`config.mk`:
```
export PLATFORM = sky130hd
export DESIGN_NAME = pcw_core_top
export DESIGN_NICKNAME = d
export VERILOG_FILES = /design/src/hdl/pcw_pkg.sv /design/src/hdl/pcw_ifs.sv /design/src/hdl/pcw_io_ports.sv /design/src/hdl/pcw_pager.sv /design/src/hdl/pcw_irq_ctrl.sv /design/src/hdl/pcw_palette.sv /design/src/hdl/pcw_core_top.sv
export SDC_FILE = /design/constraint.sdc
export NUM_CORES = 1
export LEC_CHECK = 0
export BUFFER_PORTS_ARGS = -buffer_cell sky130_fd_sc_hd__buf_2
export CAP_MARGIN = 25
export CELL_PAD_IN_SITES_DETAIL_PLACEMENT = 1
export CELL_PAD_IN_SITES_GLOBAL_PLACEMENT = 2
export CORE_MARGIN = 5
export CORE_UTILIZATION = 36
export DETAILED_ROUTE_END_ITERATION = 16
export GPL_ROUTABILITY_DRIVEN = 0
export PLACE_DENSITY = 0.83
export SYNTH_ARGS = -nofsm -noshare
export SYNTH_HDL_FRONTEND = slang
export SYNTH_SLANG_ARGS = --single-unit
```
`constraint.sdc`:
```
create_clock -name clk_sys -period 4.7 [get_ports clk_sys]
set_input_delay 0.705 -clock clk_sys [delete_from_list [all_inputs] [get_ports clk_sys]]
set_output_delay 0.705 -clock clk_sys [all_outputs]
set_load 0.03 [all_outputs]
```
`src/hdl/pcw_pkg.sv`:
```
/*
 * PCW system glue shared definitions
 * Port map, system-control commands, page register layout and palette
 */
`default_nettype none

package pcw_pkg;

    // Bus and colour widths
    localparam int IO_ADDR_W   = 8;     // I/O port number
    localparam int CPU_ADDR_W  = 16;    // Z80 address
    localparam int PHYS_ADDR_W = 21;    // 2M byte space
    localparam int RGB_W       = 18;    // 6-6-6

    // Page register, PCW or CPC decode of the same byte
    typedef union packed {
        struct packed {
            logic       mode;           // High selects PCW paging
            logic [6:0] bank;           // 16K bank
        } pcw;
        struct packed {
            logic       mode;
            logic [2:0] rd_bank;        // Bank for reads
            logic       spare;
            logic [2:0] wr_bank;        // Bank for writes, and locked reads
        } cpc;
    } page_reg_t;

    // I/O ports
    localparam logic [7:0] PORT_PAGE0    = 8'hf0;
    localparam logic [7:0] PORT_PAGE1    = 8'hf1;
    localparam logic [7:0] PORT_PAGE2    = 8'hf2;
    localparam logic [7:0] PORT_PAGE3    = 8'hf3;
    localparam logic [7:0] PORT_LOCK     = 8'hf4;  // CPC read lock, read clears timer
    localparam logic [7:0] PORT_ROLLER   = 8'hf5;
    localparam logic [7:0] PORT_YSCROLL  = 8'hf6;
    localparam logic [7:0] PORT_INVERSE  = 8'hf7;
    localparam logic [7:0] PORT_SYSCTL   = 8'hf8;  // Command on write, status on read
    localparam logic [7:0] PORT_FAKE_END = 8'hff;  // Last fake-colour line

    // System-control commands, low nibble of F8 write
    localparam logic [3:0] CMD_DISK_NMI = 4'd2;
    localparam logic [3:0] CMD_DISK_INT = 4'd3;
    localparam logic [3:0] CMD_DISK_OFF = 4'd4;

    // Values after reset, banks 0..3 in PCW mode
    localparam logic [7:0] PAGE0_RESET = 8'h80;
    localparam logic [7:0] PAGE1_RESET = 8'h81;
    localparam logic [7:0] PAGE2_RESET = 8'h82;
    localparam logic [7:0] PAGE3_RESET = 8'h83;
    localparam logic [7:0] LOCK_RESET  = 8'hf1;

    localparam int TIMER_CLEAR_CYCLES = 32;   // F4 read to timer clear

    // Monitor colours, R G B
    localparam logic [RGB_W-1:0] RGB_BLACK = 18'b000000_000000_000000;
    localparam logic [RGB_W-1:0] RGB_WHITE = 18'b111111_111111_110111;
    localparam logic [RGB_W-1:0] RGB_GREEN = 18'b011001_111111_011001;
    localparam logic [RGB_W-1:0] RGB_AMBER = 18'b111111_101100_000000;

    // CGA tables, black / c1 / c2 / c3
    localparam logic [RGB_W-1:0] CGA0_LOW [4] = '{RGB_BLACK, 18'b000000_101011_000000,
        18'b101011_000000_000000, 18'b101011_010110_000000};
    localparam logic [RGB_W-1:0] CGA0_HIGH [4] = '{RGB_BLACK, 18'b010110_111111_010110,
        18'b111111_010110_010110, 18'b111111_111111_010110};
    localparam logic [RGB_W-1:0] CGA1_HIGH [4] = '{RGB_BLACK, 18'b010110_111111_111111,
        18'b111111_010110_111111, RGB_WHITE};

endpackage

`default_nettype wire

```
`src/hdl/pcw_ifs.sv`:
```
/*
 * Internal links of the system glue
 * Page map from the port file to the pager, interrupt control both ways
 */
`timescale 1ns/1ps
`default_nettype none

interface page_map_if import pcw_pkg::*; ();
    page_reg_t  page [4];   // F0..F3, one per 16K region
    logic [7:0] lock;       // F4, bits 7:4 lock CPC reads

    modport owner  (output page, lock);
    modport reader (input  page, lock);
endinterface

interface irq_ctl_if;
    logic       disk_to_nmi;        // FDC routed to NMI
    logic       disk_to_int;        // FDC routed to INT
    logic       mode_change;        // Pulse on commands 3 and 4
    logic       timer_clear_start;  // Pulse on F4 read
    logic       fdc_status;         // Back to the F8 status byte
    logic [3:0] timer_misses;

    modport ports (
        output disk_to_nmi, disk_to_int, mode_change, timer_clear_start,
        input  fdc_status, timer_misses
    );
    modport irq (
        input  disk_to_nmi, disk_to_int, mode_change, timer_clear_start,
        output fdc_status, timer_misses
    );
endinterface

`default_nettype wire

```
`src/hdl/pcw_io_ports.sv`:
```
/*
 * I/O port register file
 * Page and lock registers, F8 command decode, status read with one-cycle response
 */
`timescale 1ns/1ps
`default_nettype none

module pcw_io_ports import pcw_pkg::*; (
    input  logic                 clk_sys,
    input  logic                 reset,
    // I/O request
    input  logic                 io_valid,
    output logic                 io_ready,
    input  logic                 io_write,
    input  logic [IO_ADDR_W-1:0] io_addr,
    input  logic [7:0]           io_wdata,
    // Read response
    output logic                 rd_valid,
    input  logic                 rd_ready,
    output logic [7:0]           rd_data,
    // Status sources
    input  logic                 vblank,
    input  logic                 ntsc,
    output logic [7:0]           fake_end,
    page_map_if.owner            pm,
    irq_ctl_if.ports             irq
);

    logic       xfer;
    logic       wr_xfer;
    logic       rd_xfer;
    logic [7:0] status;
    logic [7:0] rd_mux;

    assign io_ready = !rd_valid;           // One read in flight at a time
    assign xfer     = io_valid && io_ready;
    assign wr_xfer  = xfer && io_write;
    assign rd_xfer  = xfer && !io_write;

    // F8 status, also returned on F4
    assign status = {1'b0, vblank, irq.fdc_status, ~ntsc, irq.timer_misses};

    always_comb begin
        case (io_addr)
            PORT_SYSCTL, PORT_LOCK: rd_mux = status;
            default:                rd_mux = 8'hff;   // Floating bus
        endcase
    end

    // Register writes and command decode
    always_ff @(posedge clk_sys) begin
        if (reset) begin
            pm.page[0]            <= PAGE0_RESET;
            pm.page[1]            <= PAGE1_RESET;
            pm.page[2]            <= PAGE2_RESET;
            pm.page[3]            <= PAGE3_RESET;
            pm.lock               <= LOCK_RESET;
            fake_end              <= 8'd0;
            irq.disk_to_nmi       <= 1'b0;
            irq.disk_to_int       <= 1'b0;
            irq.mode_change       <= 1'b0;
            irq.timer_clear_start <= 1'b0;
        end else begin
            irq.mode_change       <= 1'b0;
            irq.timer_clear_start <= rd_xfer && (io_addr == PORT_LOCK);
            if (wr_xfer) begin
                case (io_addr)
                    PORT_PAGE0:    pm.page[0] <= io_wdata;
                    PORT_PAGE1:    pm.page[1] <= io_wdata;
                    PORT_PAGE2:    pm.page[2] <= io_wdata;
                    PORT_PAGE3:    pm.page[3] <= io_wdata;
                    PORT_LOCK:     pm.lock    <= io_wdata;
                    PORT_FAKE_END: fake_end   <= io_wdata;
                    // Roller, scroll and inverse have no video block to feed
                    PORT_ROLLER, PORT_YSCROLL, PORT_INVERSE: ;
                    PORT_SYSCTL: begin
                        case (io_wdata[3:0])
                            CMD_DISK_NMI: begin
                                irq.disk_to_nmi <= 1'b1;
                                irq.disk_to_int <= 1'b0;
                            end
                            CMD_DISK_INT: begin
                                irq.disk_to_nmi <= 1'b0;
                                irq.disk_to_int <= 1'b1;
                                irq.mode_change <= 1'b1;
                            end
                            CMD_DISK_OFF: begin
                                irq.disk_to_nmi <= 1'b0;
                                irq.disk_to_int <= 1'b0;
                                irq.mode_change <= 1'b1;
                            end
                            default: ;          // Other commands belong to dropped blocks
                        endcase
                    end
                    default: ;
                endcase
            end
        end
    end

    // Read response handshake
    always_ff @(posedge clk_sys) begin
        if (reset) begin
            rd_valid <= 1'b0;
        end else if (rd_xfer) begin
            rd_valid <= 1'b1;
        end else if (rd_ready) begin
            rd_valid <= 1'b0;
        end
    end

    always_ff @(posedge clk_sys) begin
        if (rd_xfer) rd_data <= rd_mux;     // Status sampled at the transfer edge
    end

    // Pending response holds its data until taken
    assert property (@(posedge clk_sys) disable iff (reset)
        rd_valid && !rd_ready |=> rd_valid && $stable(rd_data));

endmodule

`default_nettype wire

```
`src/hdl/pcw_pager.sv`:
```
/*
 * Memory paging stage
 * CPU address to physical address, PCW or CPC mode, one register stage
 */
`timescale 1ns/1ps
`default_nettype none

module pcw_pager import pcw_pkg::*; #(
    parameter int BANK_BITS = 4         // 4 for 256K up to 7 for 2M
) (
    input  logic                   clk_sys,
    input  logic                   reset,
    input  logic                   mem_valid,
    output logic                   mem_ready,
    input  logic                   mem_write,
    input  logic [CPU_ADDR_W-1:0]  mem_addr,
    output logic                   phys_valid,
    input  logic                   phys_ready,
    output logic                   phys_write,
    output logic [PHYS_ADDR_W-1:0] phys_addr,
    page_map_if.reader             pm
);

    localparam int OFS_W = CPU_ADDR_W - 2;     // 16K offset

    logic [1:0]             region;
    logic [OFS_W-1:0]       offset;
    page_reg_t              pr;
    logic [6:0]             bank_mask;
    logic                   use_wr_bank;
    logic [2:0]             cpc_bank;
    logic [PHYS_ADDR_W-1:0] next_addr;

    assign region    = mem_addr[CPU_ADDR_W-1 -: 2];
    assign offset    = mem_addr[OFS_W-1:0];
    assign pr        = pm.page[region];
    assign bank_mask = 7'((8'd1 << BANK_BITS) - 8'd1);

    // CPC reads follow the write bank when the region is locked
    assign use_wr_bank = mem_write || pm.lock[{1'b1, region}];
    assign cpc_bank    = use_wr_bank ? pr.cpc.wr_bank : pr.cpc.rd_bank;

    always_comb begin
        if (pr.pcw.mode) next_addr = {pr.pcw.bank & bank_mask, offset};
        else             next_addr = {4'b0, cpc_bank, offset};    // CPC stays in low 128K
    end

    assign mem_ready = !phys_valid || phys_ready;   // Empty or draining

    always_ff @(posedge clk_sys) begin
        if (reset)          phys_valid <= 1'b0;
        else if (mem_ready) phys_valid <= mem_valid;
    end

    always_ff @(posedge clk_sys) begin
        if (mem_ready && mem_valid) begin
            phys_addr  <= next_addr;
            phys_write <= mem_write;
        end
    end

    // Stalled output must not move
    assert property (@(posedge clk_sys) disable iff (reset)
        phys_valid && !phys_ready |=> phys_valid && $stable(phys_addr)
            && $stable(phys_write));

endmodule

`default_nettype wire

```
`src/hdl/pcw_irq_ctrl.sv`:
```
/*
 * Interrupt control
 * Timer miss count and delayed clear, FDC routing to NMI or INT
 */
`timescale 1ns/1ps
`default_nettype none

module pcw_irq_ctrl import pcw_pkg::*; (
    input  logic    clk_sys,
    input  logic    reset,
    input  logic    fdc_int,
    input  logic    timer_tick,     // Video 300 Hz timer level
    input  logic    iff1,           // CPU interrupt enable
    irq_ctl_if.irq  irq,
    output logic    nmi_n,
    output logic    int_n
);

    localparam int CNT_W = $clog2(TIMER_CLEAR_CYCLES);

    logic [1:0]       in_d;         // Previous fdc_int, timer_tick
    logic             fdc_rise;
    logic             fdc_fall;
    logic             tick_rise;
    logic             nmi_flag;
    logic             nmi_line;
    logic             int_line;
    logic             timer_line;
    logic             clearing;
    logic [CNT_W-1:0] clear_cnt;

    assign fdc_rise  =  fdc_int    && !in_d[1];
    assign fdc_fall  = !fdc_int    &&  in_d[1];
    assign tick_rise =  timer_tick && !in_d[0];

    always_ff @(posedge clk_sys) begin
        if (reset) begin
            in_d             <= 2'b00;
            irq.fdc_status   <= 1'b0;
            irq.timer_misses <= 4'd0;
            nmi_flag         <= 1'b0;
            nmi_line         <= 1'b0;
            int_line         <= 1'b0;
            timer_line       <= 1'b0;
            clearing         <= 1'b0;
            clear_cnt        <= '0;
        end else begin
            in_d <= {fdc_int, timer_tick};
            // FDC status follows edges, NMI flag latches on rise
            if (fdc_rise) begin
                irq.fdc_status <= 1'b1;
                if (irq.disk_to_nmi) nmi_flag <= 1'b1;
            end else if (fdc_fall) begin
                irq.fdc_status <= 1'b0;
            end
            // Lines only update on a timer tick
            if (tick_rise) begin
                if (irq.timer_misses != 4'hf) irq.timer_misses <= irq.timer_misses + 4'd1;
                timer_line <= iff1;
                nmi_line   <= nmi_flag;
                int_line   <= irq.disk_to_int && irq.fdc_status && iff1;
            end
            // Delayed clear after F4 read
            if (irq.timer_clear_start) begin
                clearing  <= 1'b1;
                clear_cnt <= '0;
            end else if (clearing) begin
                if (clear_cnt == CNT_W'(TIMER_CLEAR_CYCLES - 1)) begin
                    clearing         <= 1'b0;
                    timer_line       <= 1'b0;
                    irq.timer_misses <= 4'd0;
                end else begin
                    clear_cnt <= clear_cnt + 1'b1;
                end
            end
            // Routing change drops the stale source
            if (irq.mode_change) begin
                if (irq.disk_to_nmi) begin
                    int_line <= 1'b0;
                end else if (irq.disk_to_int) begin
                    nmi_flag <= 1'b0;
                end else begin
                    nmi_flag <= 1'b0;
                    int_line <= 1'b0;
                end
            end
        end
    end

    assign nmi_n = ~nmi_line;
    assign int_n = nmi_line ? 1'b1 : !(int_line || timer_line);  // NMI masks INT

    // Count saturates, only a clear brings it back
    assert property (@(posedge clk_sys) disable iff (reset)
        irq.timer_misses == 4'hf && !clearing |=> irq.timer_misses == 4'hf);

endmodule

`default_nettype wire

```
`src/hdl/pcw_palette.sv`:
```
/*
 * Pixel palette, mono monitor or CGA fake colour above a line
 */
`timescale 1ns/1ps
`default_nettype none

module pcw_palette import pcw_pkg::*; (
    input  logic             clk_sys,
    input  logic             reset,
    input  logic [1:0]       colour,            // Pixel index
    input  logic [7:0]       ypos,
    input  logic [7:0]       fake_end,          // Fake colour above this line
    input  logic [1:0]       disp_color,        // 1 green, 2 amber, else white
    input  logic [1:0]       fake_colour_mode,  // 0 off
    output logic [RGB_W-1:0] rgb
);

    logic [RGB_W-1:0] monitor;
    logic [RGB_W-1:0] mono;
    logic [RGB_W-1:0] next_rgb;
    logic             in_fake;

    always_comb begin
        case (disp_color)
            2'd1:    monitor = RGB_GREEN;
            2'd2:    monitor = RGB_AMBER;
            default: monitor = RGB_WHITE;
        endcase
    end

    assign mono    = (colour == 2'd0) ? RGB_BLACK : monitor;
    assign in_fake = (fake_colour_mode != 2'd0) && (ypos < fake_end);

    always_comb begin
        next_rgb = mono;
        if (in_fake) begin
            case (fake_colour_mode)
                2'd1:    next_rgb = CGA0_LOW[colour];
                2'd2:    next_rgb = CGA0_HIGH[colour];
                default: next_rgb = CGA1_HIGH[colour];
            endcase
        end
    end

    always_ff @(posedge clk_sys) begin
        if (reset) rgb <= RGB_BLACK;
        else       rgb <= next_rgb;      // One cycle pixel latency
    end

endmodule

`default_nettype wire

```
`src/hdl/pcw_core_top.sv`:
```
/*
 * PCW system-bus glue top level
 * Port registers, pager, interrupt control and palette
 */
`timescale 1ns/1ps
`default_nettype none

module pcw_core_top import pcw_pkg::*; #(
    parameter int BANK_BITS = 4
) (
    input  logic                   clk_sys,
    input  logic                   reset,
    // I/O bus
    input  logic                   io_valid,
    output logic                   io_ready,
    input  logic                   io_write,
    input  logic [IO_ADDR_W-1:0]   io_addr,
    input  logic [7:0]             io_wdata,
    output logic                   rd_valid,
    input  logic                   rd_ready,
    output logic [7:0]             rd_data,
    // Memory bus
    input  logic                   mem_valid,
    output logic                   mem_ready,
    input  logic                   mem_write,
    input  logic [CPU_ADDR_W-1:0]  mem_addr,
    output logic                   phys_valid,
    input  logic                   phys_ready,
    output logic                   phys_write,
    output logic [PHYS_ADDR_W-1:0] phys_addr,
    // Interrupt sources and lines
    input  logic                   fdc_int,
    input  logic                   timer_tick,
    input  logic                   iff1,
    output logic                   nmi_n,
    output logic                   int_n,
    // Video
    input  logic                   vblank,
    input  logic                   ntsc,
    input  logic [1:0]             colour,
    input  logic [7:0]             ypos,
    input  logic [1:0]             disp_color,
    input  logic [1:0]             fake_colour_mode,
    output logic [RGB_W-1:0]       rgb
);

    logic [7:0] fake_end;

    page_map_if pm_if ();
    irq_ctl_if  irq_if ();

    pcw_io_ports pcw_io_ports_inst (
        .clk_sys, .reset,
        .io_valid, .io_ready, .io_write, .io_addr, .io_wdata,
        .rd_valid, .rd_ready, .rd_data,
        .vblank, .ntsc, .fake_end,
        .pm  (pm_if.owner),
        .irq (irq_if.ports)
    );

    pcw_pager #(.BANK_BITS(BANK_BITS)) pcw_pager_inst (
        .clk_sys, .reset,
        .mem_valid, .mem_ready, .mem_write, .mem_addr,
        .phys_valid, .phys_ready, .phys_write, .phys_addr,
        .pm (pm_if.reader)
    );

    pcw_irq_ctrl pcw_irq_ctrl_inst (
        .clk_sys, .reset,
        .fdc_int, .timer_tick, .iff1,
        .irq (irq_if.irq),
        .nmi_n, .int_n
    );

    pcw_palette pcw_palette_inst (
        .clk_sys, .reset,
        .colour, .ypos, .fake_end, .disp_color, .fake_colour_mode,
        .rgb
    );

endmodule

`default_nettype wire

```
==> flow_summary.toml, run 1 <==
[clock_tree]
insertion_delay_ns = 0.35
clockBufferDepth = 2
post_cts.repair.setup_buffers = 0
numClockSinks = 109
cts_max_level = 3
cts-resized-gates = 0
cts_tree = "built"
clock-root-buffer = "clkbuf_16"
numCtsBuffers = 9
clk_pin_slew_ns = 0.08
cts_hold_buf = 0

[timing]
finalHoldViolations = 0
setup_viol = 0
timing.hold.ws_ns = 0.441
drv_slew = 0
period_share_pct = 55.5
relSlewSlack_pct = 37.0
worst_pin_slew_ns = 0.943
finClkSkew_ns = 0.00621
fin_crit_ns = 2.61
max_freq_mhz = 383
grt_setup_unrepaired = "false"
finalSetupTns_ns = 0
setup_ws_ns = 2.09

[critical_path]
cp-end-kind = "register"
cp.arrival_ns = 2.85
crit_path_start = "ypos[3]"
cp_max_fo = 15
r2r-end = "pcw_palette_inst.rgb[3]"
reg2reg_slack_ns = 2.19
reg2reg_from = "pcw_io_ports_inst.fake_end[3]"
r2r_cells = 6
start_kind = "primary input"
crit_type = "primary input to register"
required_ns = 4.94

[final_layout]
final_area_sq_mm = 0.00573
multi_input_area_sq_mm = 0.00211
num_antenna_cells = 0
syn_to_final_growth_pct = 19.0
nNetsFinal = 627
regArea_sq_mm = 0.00245
fill_cells = 1499
layout-drive-gt1-share_pct = 25.9

[logic_synthesis]
synthDominantCellAreaShare_pct = 34.1
netlist_area_sq_mm = 0.00482
synth_edf_count = 27
synth-simple-area-share_pct = 16.3
synth_top_family_by_area = "simple AND/OR/NAND/NOR gates"
yosysWarnings = 0
synthTopCellsByArea = "dfxtp_1 (34%), edfxtp_1 (17%), mux2i_1 (7.3%), ha_1 (5.2%), mux4_2 (4.2%)"
synth_compound_area_share_pct = 8.76
synth_mux_area_share_pct = 12.4
synth_cell_types = 49
synth_top_area_cell = "dfxtp_1"
synth_seq_area_share_pct = 50.9
async_flop_share_pct = 0
ys_top_cells_by_count = "dfxtp_1 (82), mux2i_1 (35), nand3_1 (29), nor2_1 (29), o21ai_0 (29)"
synthAdderAreaFrac_pct = 5.20
avgSynthCellArea_sq_um = 10.6
syn_inst = 456
synth-xor-area-share_pct = 0.909
ys_ff_latch = 109
synth-main-ff-cell = "dfxtp_1"
yosysMostFrequentCell = "dfxtp_1"

[routing]
drc = 0
totalWireLength_mm = 12.2
postRouteAntennaNets = 0
drt_first_pass_iters = 4
viasPerCell = 5.08
drtIter0Drc = 177
vias = 3703
wl_per_cell_um = 16.8

[place]
io_buffers = 109
hpwl_mm = 8.99
dp_slack_ns = 1.73
place_area_sq_mm = 0.00542

[pwr]
peakVddDrop_mv = 0.151
power_mw = 2.01
power_density_mw_per_mm2 = 350
p_leak_nw = 2.40

[status]
outcome = "finished clean"

[floorplan]
core_region_area_sq_mm = 0.0132
die_area_sq_mm = 0.0158
die_h_um = 126
start_util_pct = 36.5
row_count = 42
fp.dieW_um = 126
ios = 113

[hold_path]
hold_end = "pcw_irq_ctrl_inst.int_line"
hold_class = "register to register"
min_from = "pcw_io_ports_inst.irq.mode_change"
holdPathStages = 1

[grt]
grt_start_max_net_pins = 63
antenna_found_initial = 0
grt_pass1_vias = 3981
overflow = 0
grt_pass1_wl_mm = 20.1
grt_usage_pct = 15.7

[run]
cap_viol_max_count = 0
==> cell type report <==
class,count,share of cell area (%)
Inverter,23,1.51
Timing Repair Buffer,110,9.65
Multi-Input combinational cell,295,36.8
Clock buffer,9,3.93
Tap cell,176,3.84
Clock inverter,7,1.51
Sequential cell,109,42.8
==> critical path: stages <==
cell,delay (ns)
buf_2,0.11
ha_1,0.21
or4_1,0.52
a21oi_1,0.15
o31a_1,0.73
mux2_2,0.41
==> per-layer routing <==
layer / vias to the layer above / track usage (%) / part of all wire, %
li1: 1801 / - / -
met5: - / 0 / 0
met1: 1803 / 20.3 / 45
met3: 8 / 3.56 / 5.4
met2: 91 / 26.4 / 49
met4: 0 / 4.78 / 0.92
==> layout by cell type, fill, tap and decap left out, types with 3 or more instances in the layout <==
| cell | count |
|---|---|
| buf_2 | 109 |
| dfxtp_1 | 82 |
| mux2i_1 | 35 |
| nand3_1 | 29 |
| nor2_1 | 29 |
| o21ai_0 | 29 |
| a21oi_1 | 28 |
| edfxtp_1 | 27 |
| inv_1 | 23 |
| ha_1 | 20 |
| nand2_1 | 17 |
| mux4_2 | 9 |
| and3_1 | 9 |
| nor3_1 | 9 |
| or3_1 | 9 |
| clkbuf_16 | 9 |
| nor2b_1 | 8 |
| nand2b_1 | 7 |
| nand4_1 | 6 |
| nor3b_1 | 5 |
| mux2_2 | 4 |
| and2_1 | 4 |
| o211ai_1 | 4 |
| a211o_1 | 4 |
| a211oi_1 | 3 |
| xor2_1 | 3 |
| conb_1 | 3 |
==> worst max-delay path by stage <==
| stage | slack (ns) | endpoint | cells after the start |
|---|---|---|---|
| floorplan | 2.46 | pcw_palette_inst.rgb[3] | 6 |
| global placement | 1.80 | pcw_palette_inst.rgb[3] | 6 |
| detailed placement | 1.73 | pcw_palette_inst.rgb[3] | 6 |
| CTS | 2.10 | pcw_palette_inst.rgb[3] | 6 |
| global route | 2.02 | pcw_palette_inst.rgb[3] | 6 |
| finish | 2.09 | pcw_palette_inst.rgb[3] | 6 |
==> registers in the layout (all words and copies together) (netlist names), 2 cells and up <==
signal / flops
pcw_io_ports_inst.fake_end: 8
pcw_io_ports_inst.pm.lock: 4
pcw_io_ports_inst.pm.page: 32
pcw_io_ports_inst.rd_data: 8
pcw_irq_ctrl_inst.clear_cnt: 5
pcw_irq_ctrl_inst.in_d: 2
pcw_irq_ctrl_inst.irq.timer_misses: 4
pcw_pager_inst.phys_addr: 18
pcw_palette_inst.rgb: 15
==> report_power, final <==
group / switching (mW) / leakage [nW] / total [mW] / internal [mW]
clock network: 0.359 / 0.148 / 0.781 / 0.422
registers: 0.00986 / 0.919 / 0.999 / 0.989
logic: 0.155 / 1.33 / 0.227 / 0.0718
total: 0.524 / 2.40 / 2.01 / 1.48
==> cell families (layout without fill, tap and decap cells) <==
family | Yosys count | count (layout)
adders and majority gates | 20 | 20
DFF | 109 | 109
xor gates and xnor gates | 5 | 5
buffers and inverters | 54 | 149
AOI/OAI and AO/OA | 74 | 74
muxes | 48 | 48
and+or+nand+nor | 145 | 145
other | 1 | 3
==> per-stage QoR <==
stage / std cells / utilization, %
5_1_grt: 729 / 43.5
3_5_place_dp: 713 / 41.1
6_report: 729 / 43.5
4_1_cts: 729 / 43.5
3_3_place_gp: 713 / 41.1
2_1_floorplan: 458 / -
No activity file was read; power rests on OpenSTA's default activity.
==> inputs of run 2 (changes only) <==
ABC_AREA = 1   (was unset)
CORE_UTILIZATION = 29   (was 36)
PLACE_DENSITY = 0.75   (was 0.83)
clock period = 2.38 ns   (was 4.7 ns; I/O delays follow)
==> run 2 against run 1 <==
Sequential share of layout area decreased by 1.0 points; core utilization decreased by 7.9 points; wire length increased by 6.5%; sequential cell count unchanged; first-iteration DRC count decreased by 38%; critical path depth increased by 4; final cell count increased by 22%; die area increased by 24%; clock-buffer cell count increased by 1; clock skew increased by 0.0022 ns; largest cell class unchanged; largest power group unchanged; highest routed layer is now met5.
==> flow_summary.toml, run 2 <==
[status]
outcome = "finished clean"

[timing]
finalSetupTns_ns = 0
finalHoldViolations = 0
finClkSkew_ns = 0.00844
fin_crit_ns = 1.86
period_share_pct = 78.1
grt_setup_unrepaired = "false"
timing.hold.ws_ns = 0.183
drv_slew = 0
worst_pin_slew_ns = 0.756
setup_viol = 0
max_freq_mhz = 538
relSlewSlack_pct = 49.4

[routing]
wl_per_cell_um = 14.7
vias = 4048
totalWireLength_mm = 13.0
postRouteAntennaNets = 0
viasPerCell = 4.57
drt_first_pass_iters = 4
drc = 0
drtIter0Drc = 109

[clock_tree]
numCtsBuffers = 9
numClockSinks = 109
post_cts.repair.setup_buffers = 0
cts_tree = "built"
clockBufferDepth = 2
cts_hold_buf = 0
cts-resized-gates = 0
clk_pin_slew_ns = 0.07
insertion_delay_ns = 0.34
cts_max_level = 3
clock-root-buffer = "clkbuf_16"

[logic_synthesis]
synthTopCellsByArea = "dfxtp_1 (34%), edfxtp_1 (17%), a21oi_1 (7.8%), inv_1 (6.2%), o21ai_0 (5.9%)"
async_flop_share_pct = 0
synthDominantCellAreaShare_pct = 33.7
ys_top_cells_by_count = "dfxtp_1 (82), inv_1 (80), a21oi_1 (76), nand2_1 (76), o21ai_0 (57)"
netlist_area_sq_mm = 0.00488
syn_inst = 557
synth_cell_types = 42
synth-main-ff-cell = "dfxtp_1"
ys_ff_latch = 109
synth_edf_count = 27
yosysWarnings = 0
yosysMostFrequentCell = "dfxtp_1"
avgSynthCellArea_sq_um = 8.75
synth_seq_area_share_pct = 50.3
synth_top_area_cell = "dfxtp_1"

[final_layout]
most-common-layout-cells = "buf_2 (109), dfxtp_1 (82), inv_1 (80), nand2_1 (76), a21oi_1 (75)"
nNetsFinal = 740
regMostFlops = "pcw_io_ports_inst.pm.page"
layout-drive-gt1-share_pct = 24.2
syn_to_final_growth_pct = 20.5
largestRegisters = "pcw_io_ports_inst.pm.page x32, pcw_pager_inst.phys_addr x18, pcw_palette_inst.rgb x15"
largest_reg_flops = 32
num_antenna_cells = 0
layoutNonFillerInstCount = 886
final_common_cell = "buf_2"
final_area_sq_mm = 0.00588

[pwr]
peakVddDrop_mv = 0.362
switchingPower_mw = 1.04
comb_power_share_pct = 12.9
p_sw_share_pct = 26.3
power.internal_mw = 2.92
pwr-share-seq_pct = 50.1
power.clock.fraction_pct = 37.0
p_leak_nw = 2.64
power_density_mw_per_mm2 = 674

[grt]
grt_pass1_vias = 4238
grt_pass1_wl_mm = 21.5
grt_start_max_net_pins = 43
antenna_found_initial = 2
overflow = 0
grt_usage_pct = 13.6

[hold_path]
holdPathStages = 1
hold_class = "primary input to register"

[critical_path]
crit_path_start = "pcw_irq_ctrl_inst.clear_cnt[0]"
cp-end-kind = "register"
cp_slowest_stage_delay_ns = 0.33
required_ns = 2.62
worstSetupPathDepth = 10
cp_slowest_cell = "dfxtp_1"
cp_top_family = "simple AND/OR/NAND/NOR gates"
start_kind = "register"
cp_max_fo = 6
r2r_cells = 10
r2r-end = "pcw_irq_ctrl_inst.clear_cnt[3]"
path_cells = "ha_1 -> inv_1 -> nor3_1 -> ha_1 -> nor2_1 -> inv_1 -> nor2_1 -> nand3_1 -> o21ai_0 -> a21oi_1"
crit_type = "register to register"
reg2reg_slack_ns = 0.52
crit_buf_inv = 2
cp.arrival_ns = 2.09
reg2reg_from = "pcw_irq_ctrl_inst.clear_cnt[0]"
crit_end = "pcw_irq_ctrl_inst.clear_cnt[3]"

[place]
dp.cells = 870
place_area_sq_mm = 0.00559
hpwl_mm = 9.98
io_buffers = 109

[floorplan]
core_region_area_sq_mm = 0.0165
fp.dieW_um = 140
die_area_sq_mm = 0.0195
start_util_pct = 29.5
row_count = 47
die_h_um = 140
ios = 113

[run]
cap_viol_max_count = 0
-- run 2: changes by cell type after synthesis, moves of 7 or more --
cell | before | now
a21oi_1 | 28 | 76
mux4_2 | 9 | 0
mux2i_1 | 35 | 0
nand2b_1 | 7 | 0
or3_1 | 9 | 0
and3_1 | 9 | 1
o211ai_2 | 0 | 8
nand2_1 | 17 | 76
inv_1 | 23 | 80
o21ai_0 | 29 | 57
nor2b_1 | 8 | 0
clkbuf_1 | 17 | 8
-- run 2: power by group through the flow --
stage / logic [mW] / registers, mW / clock network, mW
after floorplan: 0.233 / 2.12 / 0
after global placement: 0.508 / 2.03 / 0
after detailed placement: 0.520 / 2.03 / 0
after CTS: 0.522 / 1.99 / 1.52
after global routing: 0.568 / 1.99 / 1.59
final: 0.511 / 1.99 / 1.47
-- run 2: layout make-up --
cell class	instances	area, sq um
fillers	2014	10600
flip-flops and latches	109	2450
multi-input cells	343	1950
repair buffers	115	603
inverters	83	312
well taps	220	275
clock buffers	10	229
clock inverters	6	55.1
-- run 2: routing by layer --
| metal | routed length (um) | global-route usage (%) | vias to the layer above |
|---|---|---|---|
| li1 | - | - | 2039 |
| met2 | 6550 | 23.6 | 78 |
| met3 | 597 | 3.57 | 18 |
| met4 | 228 | 3.88 | 4 |
| met1 | 5620 | 16.5 | 1909 |
| met5 | 18 | 0 | - |
-- run 2: cell families (layout without fill, tap and decap cells) --
logic type	count (synthesis)	in the layout	synth area share, %
AOI/OAI and AO/OA	155	155	17.9
buffers and inverters	107	214	9.96
xor gates and xnor gates	1	1	0.180
DFF	109	109	50.3
and+or+nand+nor	164	164	16.5
other	1	3	0.0769
adders and majority gates	20	20	5.13
-- run 2: worst min path at each step --
| stage | to | startpoint | slack [ns] |
|---|---|---|---|
| final | pcw_pager_inst.phys_addr[1] | mem_addr[1] | 0.18 |
| after global routing | pcw_pager_inst.phys_addr[7] | mem_addr[7] | 0.16 |
| after CTS | pcw_pager_inst.phys_addr[1] | mem_addr[1] | 0.16 |
| after detailed placement | pcw_io_ports_inst.pm.page[2] | pcw_io_ports_inst.pm.page[2] | 0.44 |
| after global placement | pcw_io_ports_inst.pm.page[2] | pcw_io_ports_inst.pm.page[2] | 0.43 |
| after floorplan | pcw_irq_ctrl_inst.nmi_flag | pcw_io_ports_inst.irq.mode_change | 0.42 |
-- run 2: metrics by stage --
step           total power, mW  setup slack [ns]  utilization (%)
6_report                  3.96             0.520             35.6
5_1_grt                   4.15             0.343             35.6
4_1_cts                   4.03             0.522             35.6
3_5_place_dp              2.55             0.514             33.8
3_3_place_gp              2.53             0.571             33.8
2_1_floorplan             2.36             0.540                -
